==> config.mk <==
export PLATFORM = sky130hd
export DESIGN_NAME = core_regfile
export DESIGN_NICKNAME = d
export VERILOG_FILES = /design/src/core_pkg.sv /design/src/core_regfile.sv
export SDC_FILE = /design/constraint.sdc
export NUM_CORES = 1
export LEC_CHECK = 0
export BUFFER_PORTS_ARGS = -buffer_cell sky130_fd_sc_hd__buf_2
export CAP_MARGIN = 10
export CORE_UTILIZATION = 34
export DETAILED_ROUTE_END_ITERATION = 8
export HOLD_SLACK_MARGIN = 0.15
export PLACE_DENSITY = 0.59
export SLEW_MARGIN = 20
export SYNTH_ARGS = -nofsm -noshare
export SYNTH_HDL_FRONTEND = slang
export SYNTH_SLANG_ARGS = --single-unit
export TNS_END_PERCENT = 30
==> constraint.sdc <==
create_clock -name clk -period 7 [get_ports clk]
set_input_delay 1.4 -clock clk [delete_from_list [all_inputs] [get_ports clk]]
set_output_delay 1.4 -clock clk [all_outputs]
set_load 0.02 [all_outputs]
==> src/core_pkg.sv <==
`default_nettype none

package core_pkg;

    typedef logic [31:0] word_t;
    typedef logic [4:0]  reg_addr_t;
    typedef logic [3:0]  byte_mask_t;
    typedef logic [6:0]  opcode_t;

    localparam word_t reset_pc   = 32'h8000_0000;
    localparam int    dmem_words = 1024;
    localparam int    dmem_idx_w = $clog2(dmem_words);

    // RV32I major opcodes
    localparam opcode_t op_lui    = 7'b0110111;
    localparam opcode_t op_auipc  = 7'b0010111;
    localparam opcode_t op_jal    = 7'b1101111;
    localparam opcode_t op_jalr   = 7'b1100111;
    localparam opcode_t op_branch = 7'b1100011;
    localparam opcode_t op_load   = 7'b0000011;
    localparam opcode_t op_store  = 7'b0100011;
    localparam opcode_t op_imm    = 7'b0010011;
    localparam opcode_t op_reg    = 7'b0110011;
    localparam opcode_t op_system = 7'b1110011;

    typedef enum logic [3:0] {
        alu_add, alu_sub, alu_sll, alu_slt, alu_sltu, alu_xor,
        alu_srl, alu_sra, alu_or, alu_and, alu_pass_b
    } alu_op_e;

    typedef enum logic [1:0] {opa_rs1, opa_pc, opa_zero} opa_sel_e;
    typedef enum logic {opb_rs2, opb_imm} opb_sel_e;

    typedef enum logic [1:0] {pc_plus4, pc_branch, pc_jal, pc_jalr} pc_sel_e;

    typedef enum logic [1:0] {mem_none, mem_byte, mem_half, mem_word} mem_size_e;

    typedef enum logic [1:0] {wb_alu, wb_mem, wb_pc4} wb_sel_e;

    typedef struct packed {
        alu_op_e   alu_op;
        opa_sel_e  opa_sel;
        opb_sel_e  opb_sel;
        pc_sel_e   pc_sel;
        logic      br_eq;
        logic      br_lt;
        logic      br_unsigned;
        logic      br_invert;
        mem_size_e mem_size;
        logic      mem_write;
        logic      load_signed;
        wb_sel_e   wb_sel;
        logic      wb_en;
        logic      is_ebreak;
    } ctrl_t;

    // One retired instruction, as seen from outside the core
    typedef struct packed {
        logic      valid;
        word_t     pc;
        logic      wb_en;
        reg_addr_t wb_addr;
        word_t     wb_data;
        word_t     next_pc;
    } retire_t;

endpackage

`default_nettype wire
==> src/core_regfile.sv <==
`default_nettype none

module core_regfile import core_pkg::*; (
    input  wire            clk,
    input  wire            rst_n,
    input  wire reg_addr_t rs1_addr,
    input  wire reg_addr_t rs2_addr,
    output word_t          rs1_data,
    output word_t          rs2_data,
    input  wire            we,
    input  wire reg_addr_t rd_addr,
    input  wire word_t     rd_data,
    output word_t          a0
);

    // x0 has no storage
    word_t regs [1:31];
    logic  wr_en;

    // No writes while the core sits in reset
    assign wr_en = we && rst_n && (rd_addr != '0);

    always_ff @(posedge clk) begin
        if (wr_en) begin
            regs[rd_addr] <= rd_data;
        end
    end

    assign rs1_data = (rs1_addr == '0) ? '0 : regs[rs1_addr];
    assign rs2_data = (rs2_addr == '0) ? '0 : regs[rs2_addr];

    assign a0 = regs[10];

endmodule

`default_nettype wire

==> Word level (Yosys, flattened, before mapping) <==
Memory sizes are Yosys's and may differ from the RTL's.
Index checks and enable logic that the tools add are counted.
{ "word_totals": {"reg_bits": 0, "ram_bits": 992, "in_bits": 50, "output_inout_bits": 96, "n_memories": 1} }
{ "classes": {"n_mux": 4, "n_reduce_logical": 5} }
{ "mem_list": {"columns": ["name", "depth", "word_bits", "read_ports", "rd_clocked_by_memory_dff", "wr", "line", "rtl"], "rows": [
  ["regs", 31, 32, 3, 0, 1, "core_regfile.sv:17", "word_t regs [1:31];"]
]} }
{ "ops": {"columns": ["op", "count"], "rows": [
  ["$mux 32", 2],
  ["$logic_not 5->1", 2],
  ["$reduce_bool 5->1", 1],
  ["$logic_and 1x1->1", 2],
  ["$mux 1", 2]
]} }

==> Longest topological paths before layout <==
{ "logic_depth": {"depth_word": 4, "mapped_depth": 8, "mapped_depth_nobuf": 4} }

==> Worst setup path after synthesis <==
No wires, ideal clock.
{ "synth_timing": {"path_kind": "input-to-output", "start": "input port rs1_addr[2]", "end": "output port rs1_data[21]", "arrival_ns": 2.847, "required_time_ns": 5.600, "path_slack_ns": 2.753, "cell_stages": 6, "path_cell_list": "buf_2 buf_2 clkbuf_1 mux4_2 a22oi_1 nand4_1"} }
{ "synth_between": {"elab_chain_len": 2, "elab_cells_between_ends": 3, "cone_classes": "mux: 1; reduce/logical: 1; memory: 1"} }
{ "synth_lines": {"columns": ["element", "line", "rtl"], "rows": [
  ["from (decl)", "core_regfile.sv:6", "input wire reg_addr_t rs1_addr,"],
  ["$mem_v2 31x32 or $logic_not 5->1 (tied branches)", null, null],
  ["$mux 32 (*)", "core_regfile.sv:29", "assign rs1_data = (rs1_addr == '0) ? '0 : regs[rs1_addr];"],
  ["to (decl)", "core_regfile.sv:8", "output word_t rs1_data,"]
]} }
Every way passes the cells marked *; elsewhere a longest branch is shown, timed or not.

==> Worst setup path in the final report <==
{ "layout_timing": {"start": "input port rs2_addr[2]", "end": "output port rs2_data[1]"} }
{ "layout_between": {"elab_chain_len": 2, "elab_cells_between_ends": 3, "cone_classes": "mux: 1; reduce/logical: 1; memory: 1"} }
{ "layout_lines": {"columns": ["element", "line", "rtl"], "rows": [
  ["from (decl)", "core_regfile.sv:7", "input wire reg_addr_t rs2_addr,"],
  ["$mem_v2 31x32 or $logic_not 5->1 (tied branches)", null, null],
  ["$mux 32 (*)", "core_regfile.sv:30", "assign rs2_data = (rs2_addr == '0) ? '0 : regs[rs2_addr];"],
  ["to (decl)", "core_regfile.sv:9", "output word_t rs2_data,"]
]} }
Marked as above.

==> flow_metrics.py <==
metrics = {
    "status": {
        "status": "complete, no violations",
    },
    "routing": {
        "num_vias": 29400,
        "drtPass1Iterations": 6,
        "wl_per_cell_um": 31.8,
        "ant_nets": 0,
        "drt_iter0_drc": 3026,
        "drc": 0,
        "via_per_inst": 6.00,
        "routed_wirelength_mm": 155,
    },
    "yosys": {
        "synthFlopType": "edfxtp_1",
        "synth_top_cell_by_area": "edfxtp_1",
        "synthCells": 2921,
        "synth_common_cells": "edfxtp_1 (992), mux2i_1 (634), a22oi_1 (253)",
        "syn-cell-area_um2": 46100,
        "synth_edf_count": 992,
        "synthTopCellsByArea": "edfxtp_1 (65%), mux2i_1 (14%), mux4_2 (7.9%)",
        "syn_avg_cell_area_um2": 15.8,
        "yosys_warnings": 0,
        "ys_ff_latch": 992,
        "yosysUniqueCellTypes": 35,
        "async_flop_share_pct": 0,
        "syn-num-nets": 2971,
        "synth-seq-area-share_pct": 64.7,
        "synth_most_common_cell": "edfxtp_1",
        "synth_top_cell_area_share_pct": 64.7,
    },
    "floorplanning": {
        "dieArea_um2": 137000,
        "row_count": 134,
        "dieHeight_um": 370,
        "core_area_um2": 134000,
        "io_pins": 146,
        "die-width_um": 370,
        "start_util_pct": 34.4,
    },
    "global_route": {
        "grt_overflow": 0,
        "antenna_found_initial": 14,
        "top_usage_layer": "met2",
        "grt_pass1_vias": 28800,
        "grtUsageMet1_pct": 29.8,
        "grt_pass1_wl_mm": 216,
        "globalRouteMet3Util_pct": 3.52,
        "gr-usage-met2_pct": 36.3,
        "track_usage_pct": 22.3,
        "grt_max_degree": 95,
    },
    "power": {
        "pwr-share-clk_pct": 40.1,
        "power.density_nw_per_um2": 247,
        "p_int_mw": 9.85,
        "seq_power_share_pct": 51.0,
        "swShare_pct": 23.9,
        "switchingPower_mw": 3.09,
        "p_leak_nw": 17.9,
        "ir_drop_uv": 199,
        "comb_power_share_pct": 8.9,
    },
    "sta": {
        "max_freq_mhz": 181,
        "setup_tns_ns": 0,
        "slew_violations": 0,
        "tightestPinTransition_ns": 1.16,
        "post-route-period-util_pct": 79.0,
        "maxSlewHeadroom_pct": 22.3,
        "rsz0062_at_grt": "false",
        "finalHoldViolations": 0,
        "period_needed_ns": 5.53,
        "hold_slack_ns": 1.18,
        "finalSetupViolations": 0,
    },
    "placed_design": {
        "routabilityCongestion": 0.842,
        "place_inst": 4713,
        "port_buffers": 145,
        "dpl-instance-area_um2": 49300,
        "dp_hpwl_mm": 95.2,
    },
    "layout": {
        "largest_reg_flops": 992,
        "fin_nets": 3098,
        "fillers": 12200,
        "final_layout_size_suffix_gt1_share_pct": 19.7,
        "top_regs": "regs x992",
        "top_register": "regs",
        "fin_cells": 4892,
        "stdcell_area_um2": 52400,
        "syn2layout_area_growth_pct": 13.8,
    },
    "critical_path": {
        "worstPathMaxFanout": 44,
        "startpoint_type": "primary input",
        "crit_required_ns": 5.60,
        "endpoint_kind": "output pin",
        "critPathKind": "in -> out",
        "crit_arrival_ns": 4.13,
    },
    "clock_tree": {
        "cts.path.max_buffers": 3,
        "h-tree-depth": 3,
        "cts_tree": "done",
        "cts_buffers": 99,
        "clkSinkCount": 992,
        "root_buffer": "clkbuf_16",
        "post_cts_resized": 0,
        "clkTransAtPathRegs_ns": 0.06,
        "cts_hold_buffers": 0,
        "postCtsSetupRepairBufs": 0,
    },
    "hold_path": {
        "holdPathStages": 1,
        "hold_path.class": "in -> reg",
    },
    "run": {
        "cap_violations": 0,
    },
}
==> worst max-delay path, cell delays in order <==
cell and delay (ns):
buf_6 0.46, buf_4 0.56, mux4_2 0.41, a22oi_1 0.28
nand4_1 0.58, buf_2 0.39
==> logic make-up (layout without fill, tap and decap cells) <==
logic type / after synthesis / in the layout / synth area share, %
AOI/OAI and AO/OA: 464 / 464 / 6.72
and+or+nand+nor: 438 / 438 / 4.51
buffers and inverters: 228 / 429 / 2.32
other: 0 / 2 / 0
DFF: 992 / 992 / 64.7
muxes: 799 / 799 / 21.8
==> power by group through the flow <==
stage	Sequential, mW	Combinational, mW	Clock (mW)
CTS	6.59	1.15	5.25
finish	6.59	1.16	5.19
global placement	6.72	1.14	0
detailed placement	6.72	1.15	0
floorplan	6.72	0.665	0
global route	6.60	1.20	5.45
==> stage by stage <==
stage | setup slack (ns) | util, % | power (mW)
6_report | 1.47 | 39.1 | 12.9
5_1_grt | 1.43 | 39.1 | 13.2
4_1_cts | 1.52 | 39.1 | 13.0
3_5_place_dp | 1.52 | 36.8 | 7.87
3_3_place_gp | 1.50 | 36.7 | 7.86
2_1_floorplan | 2.75 | - | 7.38
==> layer usage <==
| metal | vias up | part of all wire [%] |
|---|---|---|
| met5 | - | 0.053 |
| met4 | 12 | 3.7 |
| met3 | 287 | 7.9 |
| met1 | 15400 | 41 |
| li1 | 12200 | - |
| met2 | 1481 | 48 |
==> layout make-up <==
cell class / count / area (um^2) / area share, %
Antenna cell: 2 / 5.00 / 0.00954
Clock buffer: 113 / 2590 / 4.95
Clock inverter: 62 / 499 / 0.952
Multi-Input combinational cell: 1701 / 15600 / 29.7
Sequential cell: 992 / 29800 / 56.8
Tap cell: 1768 / 2210 / 4.22
Timing Repair Buffer: 254 / 1790 / 3.41
==> cell usage in the layout, fill, tap and decap left out, drive strengths merged, types with 49 or more instances in the layout <==
cell / synthesis / final
edfxtp: 992 / 992
mux2i: 634 / 634
buf: 119 / 254
a22oi: 253 / 253
mux4: 162 / 162
nand2: 118 / 118
clkbuf: 109 / 113
nand3: 111 / 111
a21oi: 109 / 109
nor2: 99 / 99
nand4: 80 / 80
clkinv: 0 / 49
==> path summary, 6_finish.rpt <==
| path | start | endpoint |
|---|---|---|
| setup / recovery | rs2_addr[2] | rs2_data[1] |
| hold / removal | rd_data[25] | regs[10][25] |
Note: power is estimated with default switching activity, not from simulation.
