File: src/core_pkg.sv
`default_nettype none

package core_pkg;

    typedef logic [31:0] word_t;
    typedef logic [4:0]  reg_addr_t;
    typedef logic [3:0]  byte_mask_t;
    typedef logic [6:0]  opcode_t;

    localparam word_t reset_pc   = 32'h8000_0000;
    localparam int    dmem_words = 1024;
    localparam int    dmem_idx_w = $clog2(dmem_words);

    // RV32I major opcodes
    localparam opcode_t op_lui    = 7'b0110111;
    localparam opcode_t op_auipc  = 7'b0010111;
    localparam opcode_t op_jal    = 7'b1101111;
    localparam opcode_t op_jalr   = 7'b1100111;
    localparam opcode_t op_branch = 7'b1100011;
    localparam opcode_t op_load   = 7'b0000011;
    localparam opcode_t op_store  = 7'b0100011;
    localparam opcode_t op_imm    = 7'b0010011;
    localparam opcode_t op_reg    = 7'b0110011;
    localparam opcode_t op_system = 7'b1110011;

    typedef enum logic [3:0] {
        alu_add, alu_sub, alu_sll, alu_slt, alu_sltu, alu_xor,
        alu_srl, alu_sra, alu_or, alu_and, alu_pass_b
    } alu_op_e;

    typedef enum logic [1:0] {opa_rs1, opa_pc, opa_zero} opa_sel_e;
    typedef enum logic {opb_rs2, opb_imm} opb_sel_e;

    typedef enum logic [1:0] {pc_plus4, pc_branch, pc_jal, pc_jalr} pc_sel_e;

    typedef enum logic [1:0] {mem_none, mem_byte, mem_half, mem_word} mem_size_e;

    typedef enum logic [1:0] {wb_alu, wb_mem, wb_pc4} wb_sel_e;

    typedef struct packed {
        alu_op_e   alu_op;
        opa_sel_e  opa_sel;
        opb_sel_e  opb_sel;
        pc_sel_e   pc_sel;
        logic      br_eq;
        logic      br_lt;
        logic      br_unsigned;
        logic      br_invert;
        mem_size_e mem_size;
        logic      mem_write;
        logic      load_signed;
        wb_sel_e   wb_sel;
        logic      wb_en;
        logic      is_ebreak;
    } ctrl_t;

    // One retired instruction, as seen from outside the core
    typedef struct packed {
        logic      valid;
        word_t     pc;
        logic      wb_en;
        reg_addr_t wb_addr;
        word_t     wb_data;
        word_t     next_pc;
    } retire_t;

endpackage

`default_nettype wire
File: src/core_decoder.sv
`default_nettype none

module core_decoder import core_pkg::*; (
    input  wire word_t instr,
    output ctrl_t      ctrl,
    output word_t      imm,
    output reg_addr_t  rs1_addr,
    output reg_addr_t  rs2_addr,
    output reg_addr_t  rd_addr
);

    logic [2:0] funct3;
    logic       alt;
    word_t      imm_i;
    word_t      imm_s;
    word_t      imm_b;
    word_t      imm_u;
    word_t      imm_j;

    // Shared by register and immediate arithmetic
    function automatic alu_op_e alu_from_funct(input logic [2:0] f3, input logic sub_or_sra);
        case (f3)
            3'b000:  return sub_or_sra ? alu_sub : alu_add;
            3'b001:  return alu_sll;
            3'b010:  return alu_slt;
            3'b011:  return alu_sltu;
            3'b100:  return alu_xor;
            3'b101:  return sub_or_sra ? alu_sra : alu_srl;
            3'b110:  return alu_or;
            default: return alu_and;
        endcase
    endfunction

    assign funct3   = instr[14:12];
    assign alt      = instr[30];
    assign rs1_addr = instr[19:15];
    assign rs2_addr = instr[24:20];
    assign rd_addr  = instr[11:7];

    assign imm_i = {{20{instr[31]}}, instr[31:20]};
    assign imm_s = {{20{instr[31]}}, instr[31:25], instr[11:7]};
    assign imm_b = {{19{instr[31]}}, instr[31], instr[7], instr[30:25], instr[11:8], 1'b0};
    assign imm_u = {instr[31:12], 12'b0};
    assign imm_j = {{11{instr[31]}}, instr[31], instr[19:12], instr[20], instr[30:21], 1'b0};

    always_comb begin
        // Defaults describe a no-op
        ctrl             = '0;
        ctrl.alu_op      = alu_add;
        ctrl.opa_sel     = opa_zero;
        ctrl.opb_sel     = opb_imm;
        ctrl.pc_sel      = pc_plus4;
        ctrl.mem_size    = mem_none;
        ctrl.wb_sel      = wb_alu;
        imm              = imm_i;

        case (instr[6:0])
            op_lui: begin
                ctrl.alu_op = alu_pass_b;
                ctrl.wb_en  = 1'b1;
                imm         = imm_u;
            end
            op_auipc: begin
                ctrl.opa_sel = opa_pc;
                ctrl.wb_en   = 1'b1;
                imm          = imm_u;
            end
            op_jal: begin
                ctrl.pc_sel = pc_jal;
                ctrl.wb_sel = wb_pc4;
                ctrl.wb_en  = 1'b1;
                imm         = imm_j;
            end
            op_jalr: begin
                ctrl.pc_sel = pc_jalr;
                ctrl.wb_sel = wb_pc4;
                ctrl.wb_en  = 1'b1;
            end
            op_branch: begin
                ctrl.opa_sel     = opa_rs1;
                ctrl.opb_sel     = opb_rs2;
                ctrl.alu_op      = alu_sub;
                ctrl.pc_sel      = pc_branch;
                ctrl.br_eq       = !funct3[2];
                ctrl.br_lt       = funct3[2];
                ctrl.br_unsigned = funct3[1];
                ctrl.br_invert   = funct3[0];
                imm              = imm_b;
            end
            op_load, op_store: begin
                ctrl.opa_sel = opa_rs1;
                case (funct3[1:0])
                    2'b00:   ctrl.mem_size = mem_byte;
                    2'b01:   ctrl.mem_size = mem_half;
                    default: ctrl.mem_size = mem_word;
                endcase
                if (instr[5]) begin
                    ctrl.mem_write = 1'b1;
                    imm            = imm_s;
                end else begin
                    ctrl.load_signed = !funct3[2];
                    ctrl.wb_sel      = wb_mem;
                    ctrl.wb_en       = 1'b1;
                end
            end
            op_imm: begin
                ctrl.opa_sel = opa_rs1;
                // Only srai uses bit 30 among immediate forms
                ctrl.alu_op  = alu_from_funct(funct3, alt && (funct3 == 3'b101));
                ctrl.wb_en   = 1'b1;
            end
            op_reg: begin
                ctrl.opa_sel = opa_rs1;
                ctrl.opb_sel = opb_rs2;
                ctrl.alu_op  = alu_from_funct(funct3, alt);
                ctrl.wb_en   = 1'b1;
            end
            op_system: begin
                ctrl.is_ebreak = (instr[31:7] == 25'h0002000);
            end
            default: ;
        endcase
    end

endmodule

`default_nettype wire

File: config.mk
export PLATFORM = sky130hd
export DESIGN_NAME = core_decoder
export DESIGN_NICKNAME = d
export VERILOG_FILES = /design/src/core_pkg.sv /design/src/core_decoder.sv
export SDC_FILE = /design/constraint.sdc
export NUM_CORES = 1
export LEC_CHECK = 0
export BUFFER_PORTS_ARGS = -buffer_cell sky130_fd_sc_hd__buf_2
export CAP_MARGIN = 15
export CORE_AREA = 2 2 57 59
export DETAILED_ROUTE_END_ITERATION = 6
export DIE_AREA = 0 0 59 61
export GPL_TIMING_DRIVEN = 0
export PLACE_DENSITY = 0.89
export SLEW_MARGIN = 10
export SYNTH_ARGS = -nofsm -noshare
export SYNTH_HDL_FRONTEND = slang
export SYNTH_SLANG_ARGS = --single-unit
File: constraint.sdc
create_clock -name vclk -period 1.5
set_input_delay 0.3 -clock vclk [all_inputs]
set_output_delay 0.3 -clock vclk [all_outputs]
set_load 0.05 [all_outputs]
==> flow_summary.json, run 1 <==
{
  "grt_max_degree": 11,
  "yosysTopAreaCell": "buf_4",
  "start_util_pct": 33.3,
  "crit_endpoint": "imm[12]",
  "yosysUniqueCellTypes": 45,
  "dp_hpwl_mm": 3.26,
  "gp_congestion": 0.829,
  "yosys_warnings": 0,
  "syn_nets": 168,
  "synthMuxAreaShare_pct": 3.44,
  "synth_top_cell_area_share_pct": 13.8,
  "io_buffer_count": 96,
  "worst-ep-kind": "primary output",
  "syn_area_um2": 982,
  "synthTopCellsByArea": "buf_4, a21o_1, a41o_1",
  "synth_top_family_by_area": "simple AND/OR/NAND/NOR gates",
  "synth.avg_cell_area_um2": 7.22,
  "syn_inst": 136,
  "cts.hold.buffers_added": 0,
  "rows": 20,
  "outcome": "aborted with a tool error",
  "io_pins": 100,
  "error": "[ERROR DPL-0038] Utilization greater than 100%, impossible to legalize",
  "die_h_um": 61,
  "die_w_um": 59,
  "synth_simple_gate_area_share_pct": 43.3,
  "synth_adder_area_share_pct": 0,
  "synth_compound_area_share_pct": 33.5,
  "synth_xor_area_share_pct": 0.892,
  "lastStage": "global routing (5_1_grt)",
  "yosysSeqAreaShare_pct": 0
}
[Yosys cell counts, types with 2 or more instances]
master,number
a22o_1,5
or2_1,2
a41o_1,8
clkbuf_1,2
nor2_1,12
nand2_1,8
nand2b_1,2
buf_4,18
nor4_1,4
o21ai_0,6
inv_1,2
nand3b_4,2
nor3_1,5
a21o_1,11
nand2b_2,2
nor3_2,2
buf_2,3
nor2b_1,9
and3_1,4
a21oi_1,3
o21ai_1,2
[kinds of logic after synthesis]
logic type	after synthesis
xor+xnor	1
buf+inv	28
mux	2
simple gates	63
compound gates	42
[what timing repair did]
| action | 4_1_cts |
|---|---|
| endpoints found under the hold margin | 0 |
| gates cloned | 1 |
| setup endpoints to repair | 48 |
| pin swaps | 20 |
| gates resized for setup | 169 |
| setup buffers | 18 |
[stage by stage]
step                utilization [%]  cell area (um^2)  setup TNS, ns  setup WS (ns)  cells
floorplan                         -              1480          -6.56         -0.428    136
global placement               67.6              2000         -20.12         -0.649    265
detailed placement             67.6              2000         -20.90         -0.653    265
CTS                            93.9              2770          -6.35         -0.215    284
==> run 2, diff against run 1 <==
--- a/config.mk
+++ b/config.mk
@@ -7,11 +7,11 @@
 export LEC_CHECK = 0
 export BUFFER_PORTS_ARGS = -buffer_cell sky130_fd_sc_hd__buf_2
 export CAP_MARGIN = 15
-export CORE_AREA = 2 2 57 59
+export CORE_AREA = 2 2 66 68
 export DETAILED_ROUTE_END_ITERATION = 6
-export DIE_AREA = 0 0 59 61
+export DIE_AREA = 0 0 68 70
 export GPL_TIMING_DRIVEN = 0
-export PLACE_DENSITY = 0.89
+export PLACE_DENSITY_LB_ADDON = 0.15
 export SLEW_MARGIN = 10
 export SYNTH_ARGS = -nofsm -noshare
 export SYNTH_HDL_FRONTEND = slang
==> constraint.sdc (replaced) <==
create_clock -name vclk -period 1.95
set_input_delay 0.39 -clock vclk [all_inputs]
set_output_delay 0.39 -clock vclk [all_outputs]
set_load 0.05 [all_outputs]
==> flow_summary.json, run 2 <==
{
  "p_leak_nw": 1.06,
  "syn_area_um2": 982,
  "viasPerCell": 4.72,
  "coreArea_um2": 4140,
  "crit_required_ns": 1.56,
  "placed_cell_area_um2": 1630,
  "clock_buffers": 0,
  "gr-total-overflow": 0,
  "syn_inst": 136,
  "yosysSeqAreaShare_pct": 0,
  "fin_crit_ns": 1.90,
  "final_common_cell": "buf_2",
  "met2_usage_pct": 29.4,
  "grt_max_degree": 11,
  "irDropWorstVdd_v": 0.000111,
  "postRouteAntennaNets": 0,
  "dp_hpwl_mm": 3.17,
  "die_w_um": 68,
  "final_nets": 278,
  "final.fill_count": 436,
  "grt_pass1_wl_mm": 6.44,
  "synth_top_cell_area_share_pct": 13.8,
  "syn2layout_area_growth_pct": 94.0,
  "max-cap-violations": 0,
  "io_pins": 100,
  "syn_nets": 168,
  "io_buffer_count": 96,
  "grt_use_met1_pct": 22.7,
  "grt_busiest_layer": "met2",
  "yosysUniqueCellTypes": 45,
  "critical_path_arrival_ns": 1.51,
  "critical_path_class": "input pin to output pin",
  "multi_input_area_um2": 932,
  "start_util_pct": 23.7,
  "yosys_warnings": 0,
  "slew_headroom_pct": 76.1,
  "synth.avg_cell_area_um2": 7.22,
  "rsz0062_at_grt": "yes",
  "drt_wl_total_mm": 4.05,
  "wl_per_cell_um": 13.7,
  "setup_violations": 0,
  "fin_hold_ws_ns": 1.16,
  "drc_errors": 0,
  "crit_fanout": 3,
  "start_kind": "input pin",
  "design.seq.count": 0,
  "drt-pass1-iter-count": 4,
  "antenna_found_initial": 0,
  "vias": 1396,
  "track_usage_pct": 16.6,
  "drtIter0Drc": 27,
  "hold_viol": 0,
  "drive_gt1_share_pct": 70.1,
  "clock.fmax_ghz": 0.526,
  "yosysTopAreaCell": "buf_4",
  "worstMarginPinSlew_ns": 0.358,
  "crit_path_end_kind": "output pin",
  "area.sequential_um2": 0,
  "fin_area_um2": 1910,
  "fp.dieArea_um2": 4760,
  "grt_use_met3_pct": 0.644,
  "gp_congestion": 0.750,
  "drv_slew": 0,
  "fin_crit_sh_pct": 97.6,
  "grt_pass1_vias": 1318,
  "die_h_um": 70,
  "worstHoldPathType": "input pin to output pin",
  "outcome": "finished, final reports clean",
  "synthTopCellsByCount": "buf_4, nor2_1, a21o_1",
  "rows": 24,
  "power_density_nw_per_um2": 292,
  "final_cell_mix": "buf_2, buf_4, buf_6",
  "yosysMostFrequentCell": "buf_4",
  "synthTopCellsByArea": "buf_4, a21o_1, a41o_1",
  "diodes": 0
}
==> run 2: cell counts after synthesis <==
No cell type changed its count.
==> run 2: stage by stage <==
step | instances | setup slack, ns | setup TNS, ns | util, % | power [W]
after floorplan | 136 | -0.172 | -0.816 | - | 0.000375
after global placement | 284 | -0.242 | -3.54 | 39.3 | 0.000503
after detailed placement | 284 | -0.254 | -3.88 | 39.3 | 0.000503
after CTS | 295 | 0.000194 | 0 | 43.7 | 0.000537
after global routing | 296 | -0.00597 | -0.0145 | 46.0 | 0.000587
final | 296 | 0.0472 | 0 | 46.0 | 0.000556
==> run 2: final cells by class <==
| type | count | area share (%) |
|---|---|---|
| multi-input combinational | 108 | 48.9 |
| timing repair buffer | 108 | 36.3 |
| buffer | 26 | 11.0 |
| tap | 52 | 3.41 |
| inverter | 2 | 0.394 |
==> run 2: kinds of logic (layout without fill, tap and decap cells) <==
kind of cell / Yosys count / count (layout) / synth area share (%)
multiplexers: 2 / 2 / 3.44
AND/OR/NAND/NOR: 63 / 63 / 43.3
buffers and inverters: 28 / 136 / 18.9
AO/OA/AOI/OAI: 42 / 42 / 33.5
XOR/XNOR: 1 / 1 / 0.892
==> run 2: power by group <==
part | internal, W | switching [W]
logic | 0.000189 | 0.000366
clock network | 0 | 0
registers | 0 | 0
==> run 2: worst max-delay path: stages <==
cell	delay, ns
buf_4	0.14
buf_8	0.12
buf_4	0.14
inv_1	0.09
nor3_4	0.05
a22o_1	0.23
a31o_4	0.20
buf_6	0.15
==> run 2: worst paths after layout <==
path | from | endpoint | slack (ns) | depth (start not counted)
max | instr[5] | imm[0] | 0.05 | 8
min | instr[27] | imm[27] | 1.16 | 3
==> run 2: layer usage <==
layer	wire length (um)	vias up	share of wire, %
met4	26	0	0.64
met2	1980	50	49
li1	-	705	-
met3	263	4	6.5
met5	0	-	0
met1	1780	637	44
==> run 2: repair_timing <==
action,4_1_cts,5_1_grt
gates resized for setup,34,37
buffers inserted,11,1
hold buffers,0,0
endpoints found under the setup margin,29,32
hold endpoints to repair,0,0
pin swaps,5,3
No activity file was read; power rests on OpenSTA's default activity.
