$ cat src/core_pkg.sv
`default_nettype none

package core_pkg;

    typedef logic [31:0] word_t;
    typedef logic [4:0]  reg_addr_t;
    typedef logic [3:0]  byte_mask_t;
    typedef logic [6:0]  opcode_t;

    localparam word_t reset_pc   = 32'h8000_0000;
    localparam int    dmem_words = 1024;
    localparam int    dmem_idx_w = $clog2(dmem_words);

    // RV32I major opcodes
    localparam opcode_t op_lui    = 7'b0110111;
    localparam opcode_t op_auipc  = 7'b0010111;
    localparam opcode_t op_jal    = 7'b1101111;
    localparam opcode_t op_jalr   = 7'b1100111;
    localparam opcode_t op_branch = 7'b1100011;
    localparam opcode_t op_load   = 7'b0000011;
    localparam opcode_t op_store  = 7'b0100011;
    localparam opcode_t op_imm    = 7'b0010011;
    localparam opcode_t op_reg    = 7'b0110011;
    localparam opcode_t op_system = 7'b1110011;

    typedef enum logic [3:0] {
        alu_add, alu_sub, alu_sll, alu_slt, alu_sltu, alu_xor,
        alu_srl, alu_sra, alu_or, alu_and, alu_pass_b
    } alu_op_e;

    typedef enum logic [1:0] {opa_rs1, opa_pc, opa_zero} opa_sel_e;
    typedef enum logic {opb_rs2, opb_imm} opb_sel_e;

    typedef enum logic [1:0] {pc_plus4, pc_branch, pc_jal, pc_jalr} pc_sel_e;

    typedef enum logic [1:0] {mem_none, mem_byte, mem_half, mem_word} mem_size_e;

    typedef enum logic [1:0] {wb_alu, wb_mem, wb_pc4} wb_sel_e;

    typedef struct packed {
        alu_op_e   alu_op;
        opa_sel_e  opa_sel;
        opb_sel_e  opb_sel;
        pc_sel_e   pc_sel;
        logic      br_eq;
        logic      br_lt;
        logic      br_unsigned;
        logic      br_invert;
        mem_size_e mem_size;
        logic      mem_write;
        logic      load_signed;
        wb_sel_e   wb_sel;
        logic      wb_en;
        logic      is_ebreak;
    } ctrl_t;

    // One retired instruction, as seen from outside the core
    typedef struct packed {
        logic      valid;
        word_t     pc;
        logic      wb_en;
        reg_addr_t wb_addr;
        word_t     wb_data;
        word_t     next_pc;
    } retire_t;

endpackage

`default_nettype wire
$ cat src/core_exu.sv
`default_nettype none

module core_exu import core_pkg::*; (
    input  wire ctrl_t ctrl,
    input  wire word_t pc,
    input  wire word_t rs1_data,
    input  wire word_t rs2_data,
    input  wire word_t imm,
    output word_t      mem_addr,
    output word_t      mem_wdata,
    output byte_mask_t mem_wmask,
    input  wire word_t mem_rdata,
    output word_t      wb_data,
    output word_t      next_pc
);

    word_t opa;
    word_t opb;
    word_t alu_res;
    word_t pc4;
    word_t target_base;
    word_t target;
    logic  br_cond;
    logic  br_taken;
    logic  [4:0] lane_shift;
    word_t rdata_shifted;
    word_t load_data;

    always_comb begin
        case (ctrl.opa_sel)
            opa_rs1: opa = rs1_data;
            opa_pc:  opa = pc;
            default: opa = '0;
        endcase
    end

    assign opb = (ctrl.opb_sel == opb_rs2) ? rs2_data : imm;

    core_alu u_core_alu (
        .op  (ctrl.alu_op),
        .a   (opa),
        .b   (opb),
        .res (alu_res)
    );

    // Branch compare kept apart from the ALU
    assign br_cond = (ctrl.br_eq && (rs1_data == rs2_data))
                   || (ctrl.br_lt && ctrl.br_unsigned && (rs1_data < rs2_data))
                   || (ctrl.br_lt && !ctrl.br_unsigned
                       && ($signed(rs1_data) < $signed(rs2_data)));
    assign br_taken = br_cond ^ ctrl.br_invert;

    // Next pc
    assign pc4         = pc + 32'd4;
    assign target_base = (ctrl.pc_sel == pc_jalr) ? rs1_data : pc;
    assign target      = target_base + imm;

    always_comb begin
        case (ctrl.pc_sel)
            pc_branch: next_pc = br_taken ? target : pc4;
            pc_jal:    next_pc = target;
            pc_jalr:   next_pc = {target[31:1], 1'b0};
            default:   next_pc = pc4;
        endcase
    end

    // Store data moved up to its byte lane
    assign mem_addr   = alu_res;
    assign lane_shift = {mem_addr[1:0], 3'b000};
    assign mem_wdata  = rs2_data << lane_shift;

    always_comb begin
        mem_wmask = '0;
        if (ctrl.mem_write) begin
            case (ctrl.mem_size)
                mem_byte: mem_wmask = 4'b0001 << mem_addr[1:0];
                mem_half: mem_wmask = mem_addr[1] ? 4'b1100 : 4'b0011;
                mem_word: mem_wmask = 4'b1111;
                default:  mem_wmask = '0;
            endcase
        end
    end

    // Load side
    assign rdata_shifted = mem_rdata >> lane_shift;

    always_comb begin
        case (ctrl.mem_size)
            mem_byte: load_data = {{24{rdata_shifted[7] & ctrl.load_signed}},
                                   rdata_shifted[7:0]};
            mem_half: load_data = {{16{rdata_shifted[15] & ctrl.load_signed}},
                                   rdata_shifted[15:0]};
            default:  load_data = rdata_shifted;
        endcase
    end

    always_comb begin
        case (ctrl.wb_sel)
            wb_mem:  wb_data = load_data;
            wb_pc4:  wb_data = pc4;
            default: wb_data = alu_res;
        endcase
    end

endmodule

`default_nettype wire

$ cat src/core_alu.sv
`default_nettype none

module core_alu import core_pkg::*; (
    input  wire alu_op_e op,
    input  wire word_t   a,
    input  wire word_t   b,
    output word_t        res
);

    logic        sub_en;
    word_t       b_in;
    logic [32:0] sum;
    logic        lt_s;
    logic        lt_u;
    logic [4:0]  shamt;

    // One adder does add, sub and both compares
    assign sub_en = (op == alu_sub) || (op == alu_slt) || (op == alu_sltu);
    assign b_in   = sub_en ? ~b : b;
    assign sum    = {1'b0, a} + {1'b0, b_in} + 33'(sub_en);

    // No carry out of a - b means a borrow
    assign lt_u = !sum[32];
    assign lt_s = (a[31] ^ b[31]) ? a[31] : sum[31];

    assign shamt = b[4:0];

    always_comb begin
        case (op)
            alu_add, alu_sub: res = sum[31:0];
            alu_sll:          res = a << shamt;
            alu_slt:          res = {31'b0, lt_s};
            alu_sltu:         res = {31'b0, lt_u};
            alu_xor:          res = a ^ b;
            alu_srl:          res = a >> shamt;
            alu_sra:          res = word_t'($signed(a) >>> shamt);
            alu_or:           res = a | b;
            alu_and:          res = a & b;
            alu_pass_b:       res = b;
            default:          res = sum[31:0];
        endcase
    end

endmodule

`default_nettype wire

$ cat config.mk
export PLATFORM = sky130hd
export DESIGN_NAME = core_exu
export DESIGN_NICKNAME = d
export VERILOG_FILES = /design/src/core_pkg.sv /design/src/core_exu.sv /design/src/core_alu.sv
export SDC_FILE = /design/constraint.sdc
export NUM_CORES = 1
export LEC_CHECK = 0
export ABC_AREA = 1
export BUFFER_PORTS_ARGS = -buffer_cell sky130_fd_sc_hd__buf_2
export CAP_MARGIN = 10
export CORE_MARGIN = 8
export CORE_UTILIZATION = 49
export DETAILED_ROUTE_END_ITERATION = 16
export PLACE_DENSITY = 0.73
export SYNTH_ARGS = -nofsm -noshare
export SYNTH_HDL_FRONTEND = slang
export SYNTH_SLANG_ARGS = --single-unit
export TNS_END_PERCENT = 1
$ cat constraint.sdc
create_clock -name vclk -period 8.2
set_clock_uncertainty 0.2 [all_clocks]
set_input_delay 0.41 -clock vclk [all_inputs]
set_output_delay 0.41 -clock vclk [all_outputs]
set_load 0.05 [all_outputs]
After elaboration in Yosys (flattened, before gate mapping)
Cells that the tools add are included.

Multiplexer cells: 13. Shift operators: 6. Bitwise logic cells: 8. Add/sub/neg operators: 4. Reduce and logical (&&, ||, !) cells: 12. $lt $le $gt $ge: 2. Eq/ne operators: 20.

Operator list (count): 32-bit one-hot mux with 9 select lines (1); 32-bit one-hot mux with 2 select lines (3); 32-bit two-way mux (4); 32-bit one-hot mux with 3 select lines (1); 32-bit less-than comparator (2); 32-bit by 5-bit << shifter with 32-bit output (2); 32-bit by 5-bit >> shifter with 32-bit output (2); 32-bit by 32-bit adder with 33-bit output (1); 33-bit by 1-bit adder with 33-bit output (1); 32-bit by 3-bit adder with 32-bit output, second input constant (1); 32-bit adder (1); 32-bit bitwise AND (1); 32-bit == test (1); 32-bit NOT (1); 32-bit OR (1); 32-bit by 5-bit >>> shifter with 32-bit output (1); 32-bit XOR (1); 4-bit by 3-bit == test with 1-bit output, second input constant (4); 4-bit == test, second input constant (3); 4-bit one-hot mux with 3 select lines (1); 2-bit == test, second input constant (5); 2-bit by 1-bit == test with 1-bit output, second input constant (4); 4-bit by 2-bit == test with 1-bit output, second input constant (2); 4-bit two-way mux (2); other kinds (9) (19).

Register bits after elaboration: 0.

Depth between registers and ports, before layout
Gate-level depths: netlist of the first run.

Depth after elaboration: 12. Gate-level depth with buffers: 32. Mapped depth without buffers: 27.

By module
A second synthesis of the first run with hierarchy kept.

Cell total of the unflattened synthesis: 2741. Area total of the unflattened synthesis: 14657.8 um^2.

By module, submodules not included: core_alu (area an instance 7578.5 um^2, sequential area each 0.0 um^2, cells an instance 1400, instances 1); core_exu (area an instance 7079.3 um^2, sequential area each 0.0 um^2, cells an instance 1341, instances 1).

Worst setup path after synthesis of the first run
OpenSTA, ideal clock, no wires.

Kind: input to output. Start: input ctrl[14] (netlist name). End: output wb_data[26]. Slack: 2.603 ns. Data arrival time: 4.987 ns. Cell stages on the path: 21. Required time: 7.590 ns. Path buffers: 5. Path through: buf_6 -> buf_2 -> o21ai_1 -> clkbuf_1 -> clkbuf_1 -> buf_1 -> xor2_1 -> ha_1 -> a21oi_1 -> nand2_1 -> a21oi_1 -> o21bai_1 -> a21boi_0 -> o21bai_1 -> a21boi_0 -> o21bai_1 -> xor2_1 -> nand2_1 -> nand3_1 -> nor2_1 -> a21oi_1.

Elaborated cells on any way between the ends: 20.

RTL lines: start, declared (line core_exu.sv:4) `input wire ctrl_t ctrl,`; 32-bit two-way mux * (line core_exu.sv:37) `assign opb = (ctrl.opb_sel == opb_rs2) ? rs2_data : imm;`; 32-bit NOT (line core_alu.sv:19) `assign b_in = sub_en ? ~b : b;`; 32-bit two-way mux (line core_alu.sv:19); 32-bit by 32-bit adder with 33-bit output (line core_alu.sv:20) `assign sum = {1'b0, a} + {1'b0, b_in} + 33'(sub_en);`; 33-bit by 1-bit adder with 33-bit output (line core_alu.sv:20); 32-bit one-hot mux with 9 select lines * (line core_alu.sv:29) `case (op)`; via mem_addr[26] (line core_exu.sv:9) `output word_t mem_addr,`; 32-bit one-hot mux with 2 select lines * (line core_exu.sv:98) `case (ctrl.wb_sel)`; end, declared (line core_exu.sv:13) `output word_t wb_data,`.

Mark *: on every way through the listed nets, which the timed path passes. The rest lies on a longest branch.

Worst setup path in the final report of the first run
Start: input ctrl[19] (netlist name). End: output wb_data[5].

Cells in the longest elaborated chain, start to end: 11. Elaborated cells on any way between the ends: 21.

RTL lines: 4-bit by 1-bit == test with 1-bit output / 4-bit by 2-bit == test with 1-bit output (equally long branches) (line core_alu.sv:18, core_alu.sv:29); 1-bit logical OR (2 in a row) (line core_alu.sv:18) `assign sub_en = (op == alu_sub) || (op == alu_slt) || (op == alu_sltu);`; 32-bit two-way mux (line core_alu.sv:19); 32-bit by 32-bit adder with 33-bit output (line core_alu.sv:20); 33-bit by 1-bit adder with 33-bit output (line core_alu.sv:20); 1-bit two-way mux / 1-bit zero test (equally long branches) (line core_alu.sv:24, core_alu.sv:23); 32-bit one-hot mux with 9 select lines * (line core_alu.sv:29); 32-bit by 5-bit >> shifter with 32-bit output (line core_exu.sv:85) `assign rdata_shifted = mem_rdata >> lane_shift;`; 32-bit one-hot mux with 2 select lines (line core_exu.sv:88) `case (ctrl.mem_size)`; 32-bit one-hot mux with 2 select lines * (line core_exu.sv:98).

Mark *: on every way between the ends. The rest lies on a longest branch, timed or not.

==> impl_metrics.env, run 1 <==
export IMPL_cp_start_kind="input pin"
export IMPL_hold_path_class="input pin to primary output"
export IMPL_relSlewSlack_pct=20.46
export IMPL_rsz0062_at_grt="false"
export IMPL_drt_initial_drc_count=3267
export IMPL_grt_first_pass_wirelength_mm=124.2
export IMPL_fmax_mhz=151.7
export IMPL_final_seq_area_um2=0
export IMPL_postCtsHoldBufs=0
export IMPL_slew_viol_final=0
export IMPL_path_class="input pin to primary output"
export IMPL_min_delay_start="ctrl[5]"
export IMPL_fin_tns_setup_ns=0
export IMPL_setup_viol=0
export IMPL_design_area_um2=15950
export IMPL_route_detailed_drc=0
export IMPL_vias=21290
export IMPL_fin_util_pct=55.58
export IMPL_syn_area_per_cell_um2=5.346
export IMPL_post_cts_buffers=0
export IMPL_power_switching_mw=1.689
export IMPL_grt_pass1_vias=19790
export IMPL_seqPwrFrac_pct=0
export IMPL_syn_to_final_growth_pct=11.60
export IMPL_hpwl_mm=70.03
export IMPL_leakage_nw=8.570
export IMPL_n_fill_cell=3164
export IMPL_grt_max_degree=71
export IMPL_dieArea_um2=34900
export IMPL_report_final_hold_viol_count=0
export IMPL_yosysUniqueCellTypes=64
export IMPL_fin_crit_ns=6.591
export IMPL_dr_pass1_iters=9
export IMPL_cp_arrival_ns=5.98
export IMPL_placed_area_um2=15940
export IMPL_tightest_slew_ns=1.163
export IMPL_portBuffers=311
export IMPL_power_clock_fraction_pct=0
export IMPL_fin_crit_sh_pct=80.37
export IMPL_n_clock_buffer=0
export IMPL_ant_nets=0
export IMPL_grt_usage_pct=45.76
export IMPL_whs_endpoint="mem_wmask[2]"
export IMPL_n_sequential_cell=0
export IMPL_num_nets_final=3232
export IMPL_cap_violations=0
export IMPL_wl_mm=85.25
export IMPL_cts_repair_resized=0
export IMPL_ys_seq_area_share_pct=0
export IMPL_syn_num_nets=3023
export IMPL_cp_end_kind="primary output"
export IMPL_vias_per_cell=6.510
export IMPL_wl_per_cell_um=26.06
export IMPL_antenna_found_initial=4
export IMPL_layout_drive_gt1_share_pct=15.17
export IMPL_hold_depth=4
export IMPL_place_congestion=1.144
export IMPL_p_total_mw=2.234
export IMPL_intPower_uw=544.4
export IMPL_p_per_area_nw_per_um2=140.0
export IMPL_ios=313
export IMPL_vdd_ir_drop_worst_mv=0.1529
export IMPL_p_sw_share_pct=75.63
export IMPL_rows=62
export IMPL_die_w_um=186.8
export IMPL_cp_max_fo=35
export IMPL_coreArea_um2=28700
export IMPL_synthCells=2674
export IMPL_netlist_area_um2=14300
export IMPL_yosysWarnings=0
export IMPL_cp_required_ns=7.59
export IMPL_initial_core_util_pct=49.81
export IMPL_die_h_um=186.8
export IMPL_overflow=0
export IMPL_outcome="finished, final reports clean"
export IMPL_combPwrFrac_pct=100.0
-- cell usage after synthesis, drive strengths merged, types with 2 or more instances --
| cell type | number | area [um^2] |
|---|---|---|
| and2 | 3 | 18.77 |
| or3 | 3 | 18.77 |
| o211ai | 28 | 210.2 |
| nand4 | 19 | 125.1 |
| or2 | 20 | 125.1 |
| a21o | 3 | 22.52 |
| a221oi | 21 | 183.9 |
| o31ai | 4 | 30.03 |
| o221ai | 23 | 201.4 |
| nor3 | 27 | 155.2 |
| xor2 | 79 | 691.9 |
| fa | 2 | 40.04 |
| xnor2 | 12 | 105.1 |
| o22ai | 13 | 81.33 |
| a22o | 6 | 52.55 |
| a21oi | 203 | 1042 |
| ha | 166 | 2077 |
| o21bai | 16 | 120.1 |
| o21a | 9 | 67.56 |
| o32ai | 3 | 26.28 |
| clkbuf | 72 | 270.3 |
| a2111oi | 3 | 26.28 |
| nor4 | 6 | 37.54 |
| mux2i | 5 | 50.05 |
| buf | 56 | 332.8 |
| nand3b | 14 | 108.9 |
| a32o | 2 | 20.02 |
| a211oi | 3 | 22.52 |
| a31o | 2 | 17.52 |
| a31oi | 23 | 143.9 |
| a311oi | 2 | 17.52 |
| nor2 | 207 | 825.8 |
| nand2 | 739 | 2831 |
| o21ai | 246 | 1246 |
| inv | 316 | 1191 |
| a21boi | 7 | 52.55 |
| o2111ai | 17 | 148.9 |
| nand3 | 288 | 1511 |
-- worst max-delay path, stage by stage --
cell,delay [ns]
buf_2,0.10
inv_1,0.05
nor2_1,0.17
nand2_1,0.21
nand2_1,0.43
buf_4,0.47
xor2_1,0.13
ha_1,0.41
a21oi_1,0.25
o21ai_0,0.15
a21oi_1,0.14
o21ai_0,0.22
nand4_1,0.14
nand2_1,0.10
nor2_1,0.35
nor2_4,0.12
nand3_4,0.11
buf_4,0.46
nand2_2,0.42
inv_1,0.42
a21oi_1,0.12
o211ai_1,0.19
a21oi_1,0.11
buf_2,0.23
-- area by class of cell --
type | count | area [um^2] | share of cell area [%]
inverter | 317 | 1195 | 7.490
timing repair buffer | 335 | 1737 | 10.89
tap | 384 | 480.5 | 3.012
antenna | 6 | 15.01 | 0.09411
multi-input combinational | 2229 | 12530 | 78.52
-- stage by stage --
stage | setup WS (ns) | hold slack [ns] | std cells
4_1_cts | 1.944 | 1.088 | 3265
3_5_place_dp | 1.962 | 1.086 | 3265
6_report | 1.609 | 1.086 | 3271
5_1_grt | 1.424 | 1.120 | 3267
3_3_place_gp | 2.062 | 1.074 | 3265
2_1_floorplan | 2.603 | 0.8566 | 2674
-- worst max path at each step --
stage               startpoint           to  slack, ns  cells after the start
floorplan             ctrl[14]  wb_data[26]       2.60                     21
global placement      ctrl[19]   wb_data[5]       2.06                     24
detailed placement    ctrl[19]   wb_data[5]       1.96                     24
CTS                   ctrl[19]   wb_data[5]       1.94                     24
global route          ctrl[15]   wb_data[5]       1.42                     22
finish                ctrl[19]   wb_data[5]       1.61                     24
-- power by group through the flow --
stage / logic, mW / clock network [mW] / registers, mW
floorplan: 1.50 / 0 / 0
global placement: 2.13 / 0 / 0
detailed placement: 2.14 / 0 / 0
CTS: 2.15 / 0 / 0
global route: 2.34 / 0.0000000328 / 0
finish: 2.23 / 0.0000000295 / 0
-- placed cells by master, fill, tap and decap left out, types with 19 or more instances in the layout --
master,instances
ha_1,166
nor2_1,199
buf_2,311
o211ai_1,28
inv_2,22
a221oi_1,21
nor3_1,23
a21oi_1,195
o21ai_0,234
or2_2,19
inv_1,292
nand3_1,277
a31oi_1,23
nand2_1,719
xor2_1,79
buf_4,24
o221ai_1,23
-- logic make-up (layout without fill, tap and decap cells) --
family	Yosys count	count (layout)	share of synthesized area [%]
and+or+nand+nor	1327	1327	40.32
AOI/OAI and AO/OA	638	638	26.37
buffers and inverters	445	652	12.58
adders and majority gates	168	168	14.81
xor gates and xnor gates	91	91	5.575
muxes	5	5	0.3501
other	0	6	0
-- per-layer routing --
metal  vias up  GRT usage [%]  wire length [um]
met1      9542          55.64             30580
met2      1852          67.55             33910
li1       9437              -                 -
met5         -              0                 0
met3       463          12.99             12370
met4         0          34.54              8389
(Power assumes the default switching activity.)
==> run 2: changes to the inputs <==
- ABC_AREA: 1 -> 0
- clock period: 8.2 -> 6.15 ns (I/O delays scaled with it)
==> impl_metrics.env, run 2 <==
export IMPL_cp_slowest_cell="o41ai_1"
export IMPL_postCtsHoldBufs=0
export IMPL_final_seq_area_um2=0
export IMPL_yosysTopAreaCell="ha_1"
export IMPL_dr_pass1_iters=8
export IMPL_setup_viol=0
export IMPL_rsz0062_at_grt="false"
export IMPL_num_nets_final=2754
export IMPL_grt_usage_pct=43.09
export IMPL_post_cts_buffers=0
export IMPL_route_detailed_drc=0
export IMPL_die_w_um=183.9
export IMPL_place_congestion=1.129
export IMPL_mostFrequentLayoutCell="buf_2"
export IMPL_wl_mm=76.40
export IMPL_dp_cells=2781
export IMPL_cpMostUsedCell="buf_4"
export IMPL_grt_first_pass_wirelength_mm=112.3
export IMPL_setup_slack_ns=0.1533
export IMPL_hold_path_class="input pin to primary output"
export IMPL_fin_crit_ns=5.997
export IMPL_dieArea_um2=33820
export IMPL_ant_nets=0
export IMPL_yosys_top_cells_count="249 x nor2_1, 230 x a21oi_1, 202 x nand2_1"
export IMPL_slew_viol_final=0
export IMPL_ios=313
export IMPL_synth_top_cell_area_share_pct=15.04
export IMPL_yosysWarnings=0
export IMPL_syn_area_per_cell_um2=6.464
export IMPL_layout_drive_gt1_share_pct=20.31
export IMPL_hpwl_mm=63.08
export IMPL_cts_repair_resized=0
export IMPL_wl_per_cell_um=27.42
export IMPL_netlist_area_um2=13810
export IMPL_cap_violations=0
export IMPL_cp_end_kind="primary output"
export IMPL_report_final_hold_viol_count=0
export IMPL_post_place_ws_ns=0.2253
export IMPL_portBuffers=311
export IMPL_mostFrequentLayoutCells="306 x buf_2, 248 x nor2_1, 228 x a21oi_1, 202 x nand2_1, 166 x ha_1"
export IMPL_slowest_delay_ns=0.74
export IMPL_synthCells=2137
export IMPL_critPathTopFamily="compound AO/OA/AOI/OAI gates"
export IMPL_syn_num_nets=2486
export IMPL_ys_seq_area_share_pct=0
export IMPL_stdcell_count=2786
export IMPL_path_class="input pin to primary output"
export IMPL_cp_arrival_ns=5.49
export IMPL_outcome="finished, final reports clean"
export IMPL_initial_core_util_pct=49.72
export IMPL_fin_util_pct=58.07
export IMPL_coreArea_um2=27780
export IMPL_fmax_mhz=166.8
export IMPL_grt_max_degree=83
export IMPL_tightest_slew_ns=1.236
export IMPL_relSlewSlack_pct=16.98
export IMPL_vias_per_cell=6.836
export IMPL_n_clock_buffer=0
export IMPL_die_h_um=183.9
export IMPL_antenna_found_initial=6
export IMPL_synth_area_top_cells="ha_1 15%, mux2i_1 8.8%, a21oi_1 8.3%"
export IMPL_overflow=0
export IMPL_cp_required_ns=5.64
export IMPL_cp_max_fo=66
export IMPL_yosysUniqueCellTypes=88
export IMPL_yosysMostFrequentCell="nor2_1"
export IMPL_grt_pass1_vias=18040
export IMPL_n_fill_cell=2834
export IMPL_fin_crit_sh_pct=97.51
export IMPL_multi_input_area_um2=12820
export IMPL_syn_to_final_growth_pct=16.78
export IMPL_n_sequential_cell=0
export IMPL_vias=19050
export IMPL_drt_initial_drc_count=2851
export IMPL_rows=61
export IMPL_cp_cell_sequence="buf_2 -> mux2_2 -> inv_2 -> buf_4 -> o21ai_0 -> o21ai_1 -> mux2i_1 -> o211ai_1 -> nor2_1 -> o41ai_1 -> a21oi_4 -> buf_4 -> nand4_1 -> o32ai_1 -> a311oi_4 -> buf_4 -> o31ai_1 -> buf_2"
export IMPL_cp_start_kind="input pin"
export IMPL_crit_buf_inv=6
## run 2: changes by cell type after synthesis, sizes merged, moves of 24 or more
cell / change
a22oi: +24
xor2: -40
nand2: -537
nand3: -252
a21oi: +28
mux2i: +117
xnor2: +64
nor3: +25
inv: -188
a211oi: +29
a21o: +39
nor2: +44
mux2: +53
o21ai: -61
## run 2: final cells by class
class | instances | area share [%]
multi-input cells | 1874 | 79.48
well taps | 378 | 2.932
diodes | 5 | 0.07756
inverters | 129 | 3.002
repair buffers | 400 | 14.51
## run 2: kinds of logic (layout without fill, tap and decap cells)
kind of cell,Yosys count,count (layout),share of synthesized area [%]
multiplexers,177,177,13.60
AND/OR/NAND/NOR,657,657,21.06
other,0,5,0
AO/OA/AOI/OAI,757,757,35.10
XOR/XNOR,115,115,7.292
buffers and inverters,263,529,7.618
adder cells (fa/ha/maj),168,168,15.33
## run 2: metal layers
layer	up-vias	global-route usage (%)	part of all wire [%]	routed length [um]
met5	-	0	0.035	27
met2	1491	68.62	43	33170
li1	8356	-	-	-
met1	8819	51.04	36	27380
met4	4	29.04	8.3	6364
met3	375	9.921	12	9464
## run 2: final timing paths
check	startpoint	end	slack, ns	cells after the start
worst max-delay path	ctrl[14]	wb_data[27]	0.15	18
worst min-delay path	rs2_data[7]	mem_wdata[23]	0.90	4
## run 2: through the flow
stage	hold WS (ns)	cell area [um^2]	setup TNS, ns
4_1_cts	0.8924	16110	0
5_1_grt	0.9170	16120	0
3_3_place_gp	0.8935	16110	0
6_report	0.8998	16130	0
2_1_floorplan	0.6684	13810	-3.525
3_5_place_dp	0.8920	16110	0
